`src/design/lfsr_config.svh`:
```
////////////////////////////////////////////////////////////
// widths, seed and synchronizer depth for RTL and testbench
// state is always 32 bits, length only picks the tap mask
////////////////////////////////////////////////////////////

`ifndef LFSR_CONFIG_SVH
`define LFSR_CONFIG_SVH

// shift state and length selector
`define LFSR_STATE_WIDTH  32
`define LFSR_LENGTH_WIDTH 5

// visible slice, taken from the low state bits
`define LFSR_OUT_WIDTH    15

`define LFSR_SEED         32'h0000_0001   // state after reset

// button synchronizer, must be 2 or more
`define STEP_SYNC_STAGES  2

`endif

```
`src/design/lfsr_pkg.sv`:
```
////////////////////////////////////////////////////////////
// datapath types of the lfsr, sized from the config header
////////////////////////////////////////////////////////////

`default_nettype none

`include "lfsr_config.svh"

package lfsr_pkg;

    // full shift register, never truncated to the length
    typedef logic [`LFSR_STATE_WIDTH-1:0]  state_t;

    typedef logic [`LFSR_STATE_WIDTH-1:0]  mask_t;      // bit i set: state[i] feeds parity
    typedef logic [`LFSR_LENGTH_WIDTH-1:0] length_t;    // 2..31 usable
    typedef logic [`LFSR_OUT_WIDTH-1:0]    out_value_t;

endpackage

`default_nettype wire

```
`src/design/step_pkg.sv`:
```
////////////////////////////////////////////////////////////
// states of the hold and step control
////////////////////////////////////////////////////////////

`default_nettype none

package step_pkg;

    typedef enum logic [1:0] {
        RUN     = 2'd0,   // advance every cycle
        HELD    = 2'd1,   // waiting for a press
        STEPPED = 2'd2    // press taken, waiting for release
    } step_state_t;

endpackage

`default_nettype wire

```
`src/design/fibonacci_tap_table.sv`:
```
////////////////////////////////////////////////////////////
// maximal-length tap masks, purely combinational
// lengths without an entry give mask 0 and mask_hit low
////////////////////////////////////////////////////////////

`timescale 1ns/1ps
`default_nettype none

module fibonacci_tap_table (
    input  lfsr_pkg::length_t length,
    input  logic              four_taps,
    output lfsr_pkg::mask_t   mask,
    output logic              mask_hit
);
    import lfsr_pkg::*;

    mask_t mask_2;
    mask_t mask_4;

    ////////////////////////////////////////////////////////////
    // 2-tap table

    always_comb begin
        case (length)
            5'd2:    mask_2 = 32'h0000_0003;   // taps 0,1
            5'd3:    mask_2 = 32'h0000_0006;
            5'd4:    mask_2 = 32'h0000_000c;
            5'd5:    mask_2 = 32'h0000_0014;
            5'd6:    mask_2 = 32'h0000_0030;
            5'd7:    mask_2 = 32'h0000_0060;
            5'd9:    mask_2 = 32'h0000_0110;
            5'd10:   mask_2 = 32'h0000_0240;
            5'd11:   mask_2 = 32'h0000_0500;
            5'd15:   mask_2 = 32'h0000_6000;
            5'd17:   mask_2 = 32'h0001_2000;
            5'd18:   mask_2 = 32'h0002_0400;
            5'd20:   mask_2 = 32'h0009_0000;
            5'd21:   mask_2 = 32'h0014_0000;
            5'd22:   mask_2 = 32'h0030_0000;
            5'd23:   mask_2 = 32'h0042_0000;
            5'd25:   mask_2 = 32'h0120_0000;
            5'd28:   mask_2 = 32'h0900_0000;
            5'd29:   mask_2 = 32'h1400_0000;
            5'd31:   mask_2 = 32'h4800_0000;   // taps 27,30
            default: mask_2 = '0;              // no 2-tap polynomial
        endcase
    end

    ////////////////////////////////////////////////////////////
    // 4-tap table

    always_comb begin
        case (length)
            5'd5:    mask_4 = 32'h0000_001e;   // taps 1,2,3,4
            5'd6:    mask_4 = 32'h0000_0036;
            5'd7:    mask_4 = 32'h0000_0078;
            5'd8:    mask_4 = 32'h0000_00b8;
            5'd9:    mask_4 = 32'h0000_01b0;
            5'd10:   mask_4 = 32'h0000_0360;
            5'd11:   mask_4 = 32'h0000_0740;
            5'd12:   mask_4 = 32'h0000_0ca0;
            5'd13:   mask_4 = 32'h0000_1b00;
            5'd14:   mask_4 = 32'h0000_3500;
            5'd15:   mask_4 = 32'h0000_7400;
            5'd16:   mask_4 = 32'h0000_b400;
            5'd17:   mask_4 = 32'h0001_e000;
            5'd18:   mask_4 = 32'h0003_9000;
            5'd19:   mask_4 = 32'h0007_2000;
            5'd20:   mask_4 = 32'h000c_a000;
            5'd21:   mask_4 = 32'h001c_8000;
            5'd22:   mask_4 = 32'h0027_0000;
            5'd23:   mask_4 = 32'h006a_0000;
            5'd24:   mask_4 = 32'h00d8_0000;
            5'd25:   mask_4 = 32'h01e0_0000;
            5'd26:   mask_4 = 32'h0388_0000;
            5'd27:   mask_4 = 32'h0720_0000;
            5'd28:   mask_4 = 32'h0ca0_0000;
            5'd29:   mask_4 = 32'h1d00_0000;
            5'd30:   mask_4 = 32'h3280_0000;
            5'd31:   mask_4 = 32'h7800_0000;   // taps 27,28,29,30
            default: mask_4 = '0;              // lengths 0 to 4
        endcase
    end

    ////////////////////////////////////////////////////////////
    // table select

    // every real entry has taps, so an empty mask means no entry
    always_comb begin
        if (four_taps) begin
            mask     = mask_4;
            mask_hit = |mask_4;
        end else begin
            mask     = mask_2;
            mask_hit = |mask_2;
        end
    end

endmodule

`default_nettype wire

```
`src/design/lfsr_core.sv`:
```
////////////////////////////////////////////////////////////
// whole 32-bit state shifts whatever the selected length
// a missing table entry locks the state at 0 until reset
////////////////////////////////////////////////////////////

`timescale 1ns/1ps
`default_nettype none

`include "lfsr_config.svh"

module lfsr_core (
    input  logic                 clk,
    input  logic                 rst_n,
    input  logic                 advance,
    input  lfsr_pkg::mask_t      mask,
    input  logic                 mask_hit,
    output lfsr_pkg::out_value_t value,
    output logic                 valid
);
    import lfsr_pkg::*;

    state_t state;
    logic   state_valid;
    logic   feedback;

    assign feedback = ^(state & mask);   // parity of the tapped bits

    ////////////////////////////////////////////////////////////
    // shift register

    always_ff @(posedge clk) begin
        if (!rst_n) begin
            state       <= `LFSR_SEED;
            state_valid <= 1'b1;
        end else if (advance) begin
            if (mask_hit) begin
                state       <= {state[`LFSR_STATE_WIDTH-2:0], feedback};
                state_valid <= 1'b1;
            end else begin
                state       <= '0;       // invalid length
                state_valid <= 1'b0;
            end
        end
    end

    ////////////////////////////////////////////////////////////
    // output register, one cycle behind the state

    always_ff @(posedge clk) begin
        if (!rst_n) begin
            value <= '0;
            valid <= 1'b0;
        end else begin
            value <= state[`LFSR_OUT_WIDTH-1:0];
            valid <= state_valid;
        end
    end

endmodule

`default_nettype wire

```
`src/design/lfsr_top.sv`:
```
////////////////////////////////////////////////////////////
// length and four_taps are static and used unsynchronized
// hold and step may come straight from buttons
////////////////////////////////////////////////////////////

`timescale 1ns/1ps
`default_nettype none

module lfsr_top (
    input  logic                 clk,
    input  logic                 rst_n,
    input  lfsr_pkg::length_t    length,
    input  logic                 four_taps,
    input  logic                 hold,
    input  logic                 step,
    output lfsr_pkg::out_value_t value,
    output logic                 valid
);
    import lfsr_pkg::*;

    logic  advance;    // one strobe per shift
    mask_t mask;
    logic  mask_hit;

    step_control i_step_control (
        .clk     (clk),
        .rst_n   (rst_n),
        .hold    (hold),
        .step    (step),
        .advance (advance)
    );

    fibonacci_tap_table i_fibonacci_tap_table (
        .length    (length),
        .four_taps (four_taps),
        .mask      (mask),
        .mask_hit  (mask_hit)
    );

    lfsr_core i_lfsr_core (
        .clk      (clk),
        .rst_n    (rst_n),
        .advance  (advance),
        .mask     (mask),
        .mask_hit (mask_hit),
        .value    (value),
        .valid    (valid)
    );

endmodule

`default_nettype wire

```
`src/design/step_control.sv`:
```
////////////////////////////////////////////////////////////
// hold and step are raw buttons, synchronized here
// advance is registered, so it is low in the first cycle
////////////////////////////////////////////////////////////

`timescale 1ns/1ps
`default_nettype none

`include "lfsr_config.svh"

module step_control #(
    parameter int SYNC_STAGES = `STEP_SYNC_STAGES
) (
    input  logic clk,
    input  logic rst_n,
    input  logic hold,
    input  logic step,
    output logic advance
);
    import step_pkg::*;

    logic [SYNC_STAGES-1:0] hold_sync;
    logic [SYNC_STAGES-1:0] step_sync;
    logic                   hold_s;
    logic                   step_s;
    step_state_t            state;
    step_state_t            state_nxt;
    logic                   advance_nxt;

    // button synchronizers, msb is the settled value
    always_ff @(posedge clk) begin
        if (!rst_n) begin
            hold_sync <= '0;
            step_sync <= '0;
        end else begin
            hold_sync <= {hold_sync[SYNC_STAGES-2:0], hold};
            step_sync <= {step_sync[SYNC_STAGES-2:0], step};
        end
    end

    assign hold_s = hold_sync[SYNC_STAGES-1];
    assign step_s = step_sync[SYNC_STAGES-1];

    ////////////////////////////////////////////////////////////
    // control FSM

    always_comb begin
        state_nxt   = state;
        advance_nxt = 1'b0;
        case (state)
            RUN: begin
                if (hold_s) begin
                    state_nxt = HELD;
                end else begin
                    advance_nxt = 1'b1;      // free run
                end
            end
            HELD: begin
                if (!hold_s) begin
                    state_nxt = RUN;
                end else if (step_s) begin
                    state_nxt   = STEPPED;
                    advance_nxt = 1'b1;      // one step per press
                end
            end
            STEPPED: begin
                // hold release wins over step release
                if (!hold_s) begin
                    state_nxt = RUN;
                end else if (!step_s) begin
                    state_nxt = HELD;
                end
            end
            default: state_nxt = RUN;
        endcase
    end

    always_ff @(posedge clk) begin
        if (!rst_n) begin
            state   <= RUN;
            advance <= 1'b0;
        end else begin
            state   <= state_nxt;
            advance <= advance_nxt;
        end
    end

endmodule

`default_nettype wire

```
`config.mk`:
```
export PLATFORM = sky130hd
export DESIGN_NAME = lfsr_top
export DESIGN_NICKNAME = d
export VERILOG_FILES = /design/src/design/lfsr_pkg.sv /design/src/design/step_pkg.sv /design/src/design/fibonacci_tap_table.sv /design/src/design/lfsr_core.sv /design/src/design/lfsr_top.sv /design/src/design/step_control.sv
export VERILOG_INCLUDE_DIRS = /design/src /design/src/design
export SDC_FILE = /design/constraint.sdc
export NUM_CORES = 1
export LEC_CHECK = 0
export BUFFER_PORTS_ARGS = -buffer_cell sky130_fd_sc_hd__buf_2
export CAP_MARGIN = 40
export CORE_MARGIN = 3
export CORE_UTILIZATION = 57
export DETAILED_ROUTE_END_ITERATION = 8
export GPL_TIMING_DRIVEN = 0
export PLACE_DENSITY = 0.76
export REMOVE_ABC_BUFFERS = 1
export SYNTH_ARGS = -nofsm -noshare
export SYNTH_HDL_FRONTEND = slang
export SYNTH_SLANG_ARGS = --single-unit
export TNS_END_PERCENT = 1
```
`constraint.sdc`:
```
create_clock -name clk -period 4.1 [get_ports clk]
set_input_delay 0.82 -clock clk [delete_from_list [all_inputs] [get_ports clk]]
set_output_delay 0.82 -clock clk [all_outputs]
set_load 0.01 [all_outputs]
```
==> results of run 1 <==
==> stage by stage <==
stage,cell area (µm²),std cells
global placement,3290,458
global route,3400,466
detailed placement,3300,459
finish,3400,466
CTS,3400,466
floorplan,3080,363
==> state kept, by name, indices dropped and copies added (netlist names) <==
register,flops
i_lfsr_core.state,31
i_lfsr_core.state_valid,1
i_lfsr_core.valid,1
i_lfsr_core.value,15
i_step_control.advance,1
i_step_control.hold_sync,2
i_step_control.state,2
i_step_control.step_sync,2
==> per-layer routing <==
layer	vias to the layer above	global-route usage, %	share of wire (%)
met5	-	0	0
met4	0	6.64	1.6
met3	14	4.61	8.0
met2	142	41.3	46
met1	1408	36.9	44
li1	1433	-	-
==> report_power, final <==
part           switching, mW  internal, mW  total [mW]  leakage (nW)
combinational          0.111        0.0516       0.162         0.863
clock                  0.167         0.179       0.346        0.0502
sequential           0.00804         0.543       0.551         0.446
==> logic make-up (layout without fill, tap and decap cells) <==
group                      after synthesis  count (layout)  share of synthesized area, %
buffers and inverters                   58              55                          8.18
DFF                                     55              55                          33.8
xor gates and xnor gates                12              12                          4.72
AOI/OAI and AO/OA                      123             123                          25.5
muxes                                    5               5                          1.73
adders and majority gates                8               8                          2.99
and+or+nand+nor                        138             138                          23.1
==> cell type report <==
class                      count  share of cell area [%]
clock buffer                   5                    2.02
tap                           70                    2.57
inverter                      22                    2.43
timing repair buffer          26                    3.90
multi-input combinational    286                    55.6
clock inverter                 2                    1.10
sequential                    55                    32.4
==> how the worst max path moves through the flow <==
| stage | start | endpoint | slack, ns | cells past startpoint |
|---|---|---|---|---|
| final | length[1] | i_lfsr_core.state[0]$_SDFFE_PN1P_ | 0.57 | 11 |
| after floorplan | length[1] | i_lfsr_core.state[0]$_SDFFE_PN1P_ | 1.18 | 10 |
| after global placement | length[2] | i_lfsr_core.state_valid$_SDFFE_PN1P_ | 0.26 | 8 |
| after global routing | length[1] | i_lfsr_core.state[0]$_SDFFE_PN1P_ | 0.41 | 11 |
| after CTS | length[1] | i_lfsr_core.state[0]$_SDFFE_PN1P_ | 0.65 | 11 |
| after detailed placement | length[1] | i_lfsr_core.state[0]$_SDFFE_PN1P_ | 0.34 | 11 |
==> placed cells by master, fill, tap and decap left out, types with 7 or more instances in the layout <==
cell type,n
a21oi_1,15
o21ai_0,23
nor2b_1,23
nand2_1,39
and2_1,8
nor3_1,8
nand3_1,12
o21ai_1,7
a22oi_1,18
ha_1,7
inv_1,21
dfxtp_1,55
nor2_1,12
buf_2,25
o22ai_1,17
==> impl_metrics.json, run 1 <==
{
  "status": "complete, no violations",
  "grt_max_degree": 50,
  "r2r_cells": 7,
  "regArea_um2": 1100,
  "period_share_pct": 86.0,
  "pre_cts_ws_ns": 0.338,
  "grt_usage_pct": 26.1,
  "cts_tree": "yes",
  "synth-seq-area-share_pct": 33.8,
  "cts_setup_buffers": 0,
  "drt_first_pass_iters": 5,
  "design.core.area_um2": 5300,
  "grt_pass1_vias": 2711,
  "rows": 26,
  "cts.path.max_buffers": 2,
  "path_max_fanout": 27,
  "synth_commonest_cells": "dfxtp_1, nand2_1, nor2b_1, o21ai_0, inv_1",
  "route.detailed.drc": 0,
  "fillers": 474,
  "clk_pin_slew_ns": 0.09,
  "maxCapViolCount": 0,
  "period_needed_ns": 3.53,
  "area_growth_syn_to_layout_pct": 4.38,
  "gp_congestion": 0.968,
  "antenna_cells": 0,
  "slew_violations": 0,
  "rrSetupSlack_ns": 2.08,
  "multiInputGateArea_um2": 1890,
  "ioPinCount": 26,
  "peakVddDrop_v": 0.000217,
  "synth_area_um2": 3260,
  "ctsHtreeMaxLevel": 2,
  "cts-root-buf": "clkbuf_8",
  "tightest_slew_ns": 0.811,
  "synth_area_leaders": "dfxtp_1, nand2_1, nor2b_1",
  "wl_per_cell_um": 17.7,
  "syn_area_per_cell_um2": 8.17,
  "setup_tns_ns": 0,
  "hold_viol": 0,
  "gr-total-overflow": 0,
  "initial_core_util_pct": 61.5,
  "critPathTopFamily": "simple AND/OR/NAND/NOR gates",
  "hold_class": "reg -> reg",
  "synthFlopType": "dfxtp_1",
  "r2r-end": "i_lfsr_core.state[0]$_SDFFE_PN1P_",
  "power_mw": 1.06,
  "rsz0062_at_grt": "false",
  "worstHoldEndpoint": "i_step_control.hold_sync[1]$_SDFF_PN0_",
  "cp_slowest_cell": "buf_2",
  "detail-route-antenna-nets": 0,
  "p_leak_nw": 1.36,
  "path_class": "in -> reg",
  "antenna_found_initial": 0,
  "cts_sinks": 55,
  "cts_hold_buf": 0,
  "drt_iter0_drc": 415,
  "drive_above_1_share_pct": 10.4,
  "ys_ff_latch": 55,
  "cp_common_cell": "xnor3_1",
  "setup_ws_ns": 0.572,
  "grt_pass1_wl_um": 13500,
  "slowest_delay_ns": 0.43,
  "yosys.area.top_type": "dfxtp_1",
  "crit_chain": "buf_2 > inv_1 > ha_1 > or3_1 > o311ai_1 > a21oi_2 > xnor3_1 > and3_1 > nor3_1 > xnor3_1 > o21ai_1",
  "yosysTopAreaCellShare_pct": 33.8,
  "syn_inst": 399,
  "holdWs_ns": 0.451,
  "dieArea_um2": 6660,
  "cts-resized-gates": 0,
  "die_w_um": 81.6,
  "synth_edf_count": 0,
  "async_flop_share_pct": 0,
  "slew_headroom_pct": 45.9,
  "hold_depth": 1,
  "finalNetCount": 413,
  "io_buffers": 25,
  "synth_cell_types": 65,
  "vias_per_cell": 6.43,
  "clk-insertion-delay-late_ns": 0.30,
  "crit-reg2reg-launch": "i_lfsr_core.state[16]$_SDFFE_PN0P_",
  "drt_wl_total_um": 8260,
  "finalSetupViolCount": 0,
  "synth.most_common_cell": "dfxtp_1",
  "fin_worst_skew_ns": 0.00798,
  "dieHeight_um": 81.6,
  "crit_path_end_kind": "flip-flop",
  "numCtsBuffers": 5,
  "cp.arrival_ns": 3.76,
  "crit_buf_inv": 2,
  "vias": 2997,
  "critPathLaunchType": "input port",
  "place_hpwl_um": 5560,
  "powerDensity_nw_per_um2": 311,
  "cp.required_ns": 4.34,
  "fmax_mhz": 283,
  "ys_warn_count": 0,
  "utilization_pct": 64.2,
  "min_from": "i_step_control.hold_sync[0]$_SDFF_PN0_"
}
Power figures use the tool's default switching activity.
==> run 2: changes to the inputs <==
--- a/config.mk
+++ b/config.mk
@@ -9,10 +9,10 @@
 export BUFFER_PORTS_ARGS = -buffer_cell sky130_fd_sc_hd__buf_2
 export CAP_MARGIN = 40
 export CORE_MARGIN = 3
-export CORE_UTILIZATION = 57
+export CORE_UTILIZATION = 60
 export DETAILED_ROUTE_END_ITERATION = 8
 export GPL_TIMING_DRIVEN = 0
-export PLACE_DENSITY = 0.76
+export PLACE_DENSITY = 0.8
 export REMOVE_ABC_BUFFERS = 1
 export SYNTH_ARGS = -nofsm -noshare
 export SYNTH_HDL_FRONTEND = slang
==> constraint.sdc (replaced) <==
create_clock -name clk -period 4.1 [get_ports clk]
set_input_delay 0 -clock clk [delete_from_list [all_inputs] [get_ports clk]]
set_output_delay 0 -clock clk [all_outputs]
set_load 0.01 [all_outputs]
==> impl_metrics.json, run 2 (synthesized netlist as in run 1, its figures left out) <==
{
  "cts_tree": "yes",
  "place_area_um2": 3300,
  "period_needed_ns": 2.65,
  "cp.required_ns": 4.37,
  "fin_worst_skew_ns": 0.0144,
  "antenna_cells": 0,
  "pwr-share-comb_pct": 15.6,
  "hold_viol": 0,
  "cts_sinks": 55,
  "finalNetCount": 415,
  "status": "complete, no violations",
  "dieArea_um2": 6350,
  "initial_core_util_pct": 63.0,
  "period_share_pct": 64.6,
  "route.detailed.drc": 0,
  "grt_pass1_vias": 2722,
  "drt_iter0_drc": 408,
  "hold_class": "in -> reg",
  "vias_per_cell": 6.45,
  "cts.path.max_buffers": 2,
  "rsz0062_at_grt": "false",
  "wl_per_cell_um": 17.3,
  "io_buffers": 25,
  "clk-insertion-delay-late_ns": 0.32,
  "largest_reg_flops": 31,
  "maxCapViolCount": 0,
  "gr-total-overflow": 0,
  "drt_first_pass_iters": 7,
  "layout_commonest_cell": "dfxtp_1",
  "grt_max_degree": 50,
  "dieHeight_um": 79.7,
  "grt_pass1_wl_um": 13400,
  "slowest_delay_ns": 0.41,
  "slew_headroom_pct": 47.5,
  "antenna_found_initial": 0,
  "mostFrequentLayoutCells": "dfxtp_1, nand2_1, buf_2",
  "area_growth_syn_to_layout_pct": 4.68,
  "path_max_fanout": 27,
  "clk_pin_slew_ns": 0.11,
  "ctsHtreeMaxLevel": 2,
  "fmax_mhz": 377,
  "rrSetupSlack_ns": 2.02,
  "numCtsBuffers": 5,
  "powerDensity_nw_per_um2": 303,
  "cp.arrival_ns": 2.92,
  "gp_congestion": 0.992,
  "hold_depth": 2,
  "power_frac_seq_pct": 53.3,
  "drive_above_1_share_pct": 10.5,
  "tightest_slew_ns": 0.787,
  "rows": 26,
  "cp_slowest_cell": "xnor3_1",
  "peakVddDrop_v": 0.000198,
  "detail-route-antenna-nets": 0,
  "p_int_mw": 0.721,
  "p_clk_share_pct": 31.1,
  "p_leak_nw": 1.36,
  "grt_usage_pct": 26.7,
  "ioPinCount": 26,
  "die_w_um": 79.7,
  "path_class": "in -> reg",
  "design.core.area_um2": 5170,
  "largest-register": "i_lfsr_core.state",
  "crit_chain": "buf_2 > inv_1 > ha_1 > or3_1 > o311ai_1 > a21oi_2 > xnor3_1 > and3_1 > nor3_1 > xnor3_1 > o21ai_1",
  "drt_wl_total_um": 8100,
  "cts-root-buf": "clkbuf_8",
  "swShare_pct": 30.3,
  "holdWs_ns": 0.131,
  "critPathLaunchType": "input port",
  "place_hpwl_um": 5450,
  "slew_violations": 0,
  "stdcell_area_um2": 3410,
  "crit_path_end_kind": "flip-flop",
  "cp_common_cell": "xnor3_1",
  "p_switching_mw": 0.313,
  "setup_tns_ns": 0,
  "finalSetupViolCount": 0,
  "vias": 3027,
  "top_regs": "i_lfsr_core.state (31), i_lfsr_core.value (15)",
  "r2r_cells": 7
}
==> run 2: cell count changes in the layout (fill, tap and decap cells not counted), sizes merged <==
cell	previous run	this run
bufinv	1	0
clkinv	1	2
dlygate4sd3	0	2
inv	21	22
==> run 2: critical path: cells and delay by family <==
family | cells | cell delay, ns
adders and majority gates | 1 | 0.36
buffers and inverters | 2 | 0.57
AOI/OAI and AO/OA | 3 | 0.30
and+or+nand+nor | 3 | 0.88
xor gates and xnor gates | 2 | 0.78
==> run 2: power by group through the flow <==
stage / Sequential, mW / Combinational (mW) / Clock (mW)
after floorplan: 0.562 / 0.0896 / 0
after global routing: 0.552 / 0.175 / 0.347
after CTS: 0.551 / 0.157 / 0.329
after global placement: 0.563 / 0.151 / 0
final: 0.551 / 0.162 / 0.322
after detailed placement: 0.563 / 0.155 / 0
==> run 2: metal layers <==
metal | up-vias | global-route usage (%) | wire length [µm]
li1 | 1441 | - | -
met1 | 1414 | 36.0 | 3450
met2 | 142 | 42.3 | 3760
met3 | 30 | 4.18 | 642
met4 | 0 | 11.0 | 254
met5 | - | 0 | 0
==> run 2: path summary, 6_finish.rpt <==
path	from	end
min	rst_n	i_lfsr_core.state_valid$_SDFFE_PN1P_
max	length[1]	i_lfsr_core.state[0]$_SDFFE_PN1P_
min reg2reg	i_step_control.step_sync[0]$_SDFF_PN0_	i_step_control.step_sync[1]$_SDFF_PN0_
max reg2reg	i_lfsr_core.state[26]$_SDFFE_PN0P_	i_lfsr_core.state[0]$_SDFFE_PN1P_
==> run 2: timing repair <==
| action | in CTS | in global routing |
|---|---|---|
| endpoints found under the hold margin | 2 | 0 |
| buffers inserted | 0 | 0 |
| hold buffers | 2 | 0 |
| resized for setup | 0 | 0 |
==> run 2: layout make-up <==
type / instances / area [µm²]
Inverter: 22 / 82.6
Sequential cell: 55 / 1100
Fill cell: 421 / 1760
Tap cell: 70 / 87.6
Clock buffer: 5 / 68.8
Timing Repair Buffer: 28 / 153
Clock inverter: 3 / 27.5
Multi-Input combinational cell: 286 / 1890
==> run 2: per-stage QoR <==
stage               setup slack (ns)  util (%)  instances  total power [mW]
floorplan                       2.00         -        363             0.651
global placement                1.07      63.6        458             0.714
detailed placement              1.14      63.7        459             0.718
CTS                             1.48      66.0        469              1.04
global route                    1.30      66.0        469              1.07
finish                          1.45      66.0        469              1.03
==> run 3: changes to the inputs <==
--- a/config.mk
+++ b/config.mk
@@ -6,13 +6,14 @@
 export SDC_FILE = /design/constraint.sdc
 export NUM_CORES = 1
 export LEC_CHECK = 0
+export ABC_AREA = 1
 export BUFFER_PORTS_ARGS = -buffer_cell sky130_fd_sc_hd__buf_2
 export CAP_MARGIN = 40
 export CORE_MARGIN = 3
-export CORE_UTILIZATION = 60
+export CORE_UTILIZATION = 61
 export DETAILED_ROUTE_END_ITERATION = 8
 export GPL_TIMING_DRIVEN = 0
-export PLACE_DENSITY = 0.8
+export PLACE_DENSITY = 0.81
 export REMOVE_ABC_BUFFERS = 1
 export SYNTH_ARGS = -nofsm -noshare
 export SYNTH_HDL_FRONTEND = slang
==> constraint.sdc (replaced) <==
create_clock -name clk -period 2.6 [get_ports clk]
set_input_delay 0 -clock clk [delete_from_list [all_inputs] [get_ports clk]]
set_output_delay 0 -clock clk [all_outputs]
set_load 0.01 [all_outputs]
==> impl_metrics.json, run 3 <==
{
  "crit-reg2reg-launch": "i_lfsr_core.state[15]$_SDFFE_PN0P_",
  "place_hpwl_um": 7680,
  "finalNetCount": 664,
  "period_needed_ns": 2.35,
  "hold_depth": 3,
  "cts_tree": "yes",
  "rrSetupSlack_ns": 0.84,
  "slew_headroom_pct": 48.4,
  "setup_ws_ns": 0.249,
  "ys_ff_latch": 55,
  "grt_usage_pct": 29.5,
  "path_class": "in -> reg",
  "r2r-end": "i_lfsr_core.state[0]$_SDFFE_PN1P_",
  "ctsHtreeMaxLevel": 2,
  "cts_setup_buffers": 0,
  "cts-root-buf": "clkbuf_8",
  "initial_core_util_pct": 64.3,
  "synth_cell_types": 29,
  "grt_max_degree": 38,
  "ioPinCount": 26,
  "fin_worst_skew_ns": 0.00718,
  "hold_viol": 0,
  "area_growth_syn_to_layout_pct": 6.86,
  "powerDensity_nw_per_um2": 422,
  "crit_path_end_kind": "flip-flop",
  "design.core.area_um2": 5640,
  "antenna_cells": 0,
  "power_frac_seq_pct": 53.1,
  "die_w_um": 83.1,
  "hold_class": "in -> reg",
  "fin_cells": 720,
  "pre_cts_ws_ns": -0.104,
  "period_share_pct": 90.4,
  "async_flop_share_pct": 0,
  "tightest_slew_ns": 0.773,
  "synth_area_um2": 3630,
  "pwr-share-comb_pct": 16.7,
  "layout_commonest_cell": "nand2_1",
  "syn_area_per_cell_um2": 5.73,
  "maxCapViolCount": 0,
  "grt_pass1_vias": 3594,
  "cp_slowest_cell": "o211ai_4",
  "placedCellCount": 710,
  "synth-seq-area-share_pct": 30.3,
  "antenna_found_initial": 0,
  "p_clk_share_pct": 30.2,
  "dieHeight_um": 83.1,
  "p_leak_nw": 2.13,
  "worstHoldEndpoint": "i_step_control.hold_sync[1]$_SDFF_PN0_",
  "largest_reg_flops": 31,
  "synth_area_leaders": "dfxtp_1, nand2_1, nand3_1",
  "slew_violations": 0,
  "min_from": "rst_n",
  "synth.most_common_cell": "nand2_1",
  "clk_pin_slew_ns": 0.10,
  "r2r_cells": 15,
  "yosysTopAreaCellShare_pct": 30.3,
  "rsz0062_at_grt": "false",
  "grt_pass1_wl_um": 16900,
  "cp.arrival_ns": 2.56,
  "synth_commonest_cells": "nand2_1, nand3_1, inv_1",
  "finalSetupViolCount": 0,
  "detail-route-antenna-nets": 0,
  "power_mw": 1.64,
  "p_switching_mw": 0.488,
  "slowest_delay_ns": 0.52,
  "swShare_pct": 29.8,
  "p_int_mw": 1.15,
  "cp.required_ns": 2.81,
  "rows": 27,
  "cts_sinks": 55,
  "startpoint": "length[1]",
  "ys_warn_count": 0,
  "drt_wl_total_um": 10100,
  "crit_chain": "buf_2 > inv_1 > ha_1 > inv_1 > nor2_1 > nand2_1 > nand2_1 > clkinv_1 > nand3_1 > nor4_1 > nand3_1 > o211ai_4 > buf_8 > o21ai_1",
  "numCtsBuffers": 5,
  "top_regs": "i_lfsr_core.state (31), i_lfsr_core.value (15)",
  "peakVddDrop_v": 0.000513,
  "drt_first_pass_iters": 6,
  "vias": 4063,
  "synth_edf_count": 0,
  "yosys.area.top_type": "dfxtp_1",
  "synthFlopType": "dfxtp_1",
  "cts.path.max_buffers": 2,
  "fmax_mhz": 425,
  "drt_iter0_drc": 398,
  "vias_per_cell": 5.64,
  "wl_per_cell_um": 14.1,
  "gp_congestion": 0.945,
  "dieArea_um2": 6910,
  "critPathLaunchType": "input port",
  "path_max_fanout": 16,
  "route.detailed.drc": 0,
  "mostFrequentLayoutCells": "nand2_1, nand3_1, inv_1",
  "drive_above_1_share_pct": 6.79,
  "syn_inst": 633,
  "io_buffers": 25,
  "gr-total-overflow": 0,
  "largest-register": "i_lfsr_core.state",
  "clk-insertion-delay-late_ns": 0.31,
  "status": "complete, no violations"
}
==> run 3: cell count changes after synthesis, moves of 14 or more <==
cell | before | now
nor2_1 | 12 | 42
nor2b_1 | 23 | 0
a22oi_1 | 18 | 0
o21ai_0 | 23 | 5
nand3_1 | 12 | 80
nand2_1 | 39 | 279
buf_2 | 18 | 4
inv_1 | 21 | 73
==> run 3: area by class of cell <==
type | instances | area, µm²
Multi-Input combinational cell | 477 | 2120
Fill cell | 485 | 1760
Sequential cell | 55 | 1100
Inverter | 79 | 300
Timing Repair Buffer | 29 | 168
Tap cell | 72 | 90.1
Clock buffer | 6 | 82.6
Clock inverter | 2 | 13.8
==> run 3: what timing repair did <==
item	in CTS	in global routing
endpoints found under the setup margin	0	17
gates resized for setup	0	2
hold endpoints to repair	2	0
hold buffers	2	0
==> run 3: critical path, delay by kind of cell <==
| family | cells | cell delay [ns] |
|---|---|---|
| AOI/OAI and AO/OA | 2 | 0.59 |
| adders and majority gates | 1 | 0.27 |
| buffers and inverters | 5 | 0.80 |
| and+or+nand+nor | 6 | 0.88 |
==> run 3: routing by layer <==
layer	vias up	track usage (%)	wire length (µm)
met5	-	0	0
met4	0	12.2	344
met3	29	5.16	811
met2	203	46.8	4510
met1	1797	39.5	4470
li1	2034	-	-
==> run 3: stage by stage <==
stage               area, µm²  hold WS, ns  util (%)  setup TNS [ns]
floorplan                3510       0.0935         -               0
global placement         3730        0.181      66.0          -11.15
detailed placement       3750        0.185      66.4           -1.50
CTS                      3860        0.194      68.5               0
global route             3880        0.260      68.7               0
finish                   3880        0.198      68.7               0
==> run 3: how the worst max path moves through the flow <==
stage | slack (ns) | endpoint | cells past startpoint
3_5_place_dp | -0.10 | i_lfsr_core.state[22]$_SDFFE_PN0P_ | 14
2_1_floorplan | 0.64 | i_lfsr_core.state[15]$_SDFFE_PN0P_ | 12
3_3_place_gp | -0.42 | i_lfsr_core.state[15]$_SDFFE_PN0P_ | 13
6_report | 0.25 | i_lfsr_core.state[22]$_SDFFE_PN0P_ | 14
4_1_cts | 0.20 | i_lfsr_core.state[22]$_SDFFE_PN0P_ | 14
5_1_grt | 0.02 | i_lfsr_core.state[0]$_SDFFE_PN1P_ | 15
==> run 3: logic make-up after synthesis <==
family,share of synthesized area [%]
flip-flops,30.3
AO/OA/AOI/OAI,7.86
buffers and inverters,11.4
AND/OR/NAND/NOR,48.0
adder cells (fa/ha/maj),2.41
==> run 3: power by group through the flow <==
stage          Sequential, mW  Clock (mW)  Combinational [mW]
2_1_floorplan           0.886           0               0.159
3_3_place_gp            0.888           0               0.250
3_5_place_dp            0.889           0               0.258
4_1_cts                 0.869       0.501               0.261
5_1_grt                 0.872       0.536               0.300
6_report                0.870       0.495               0.273
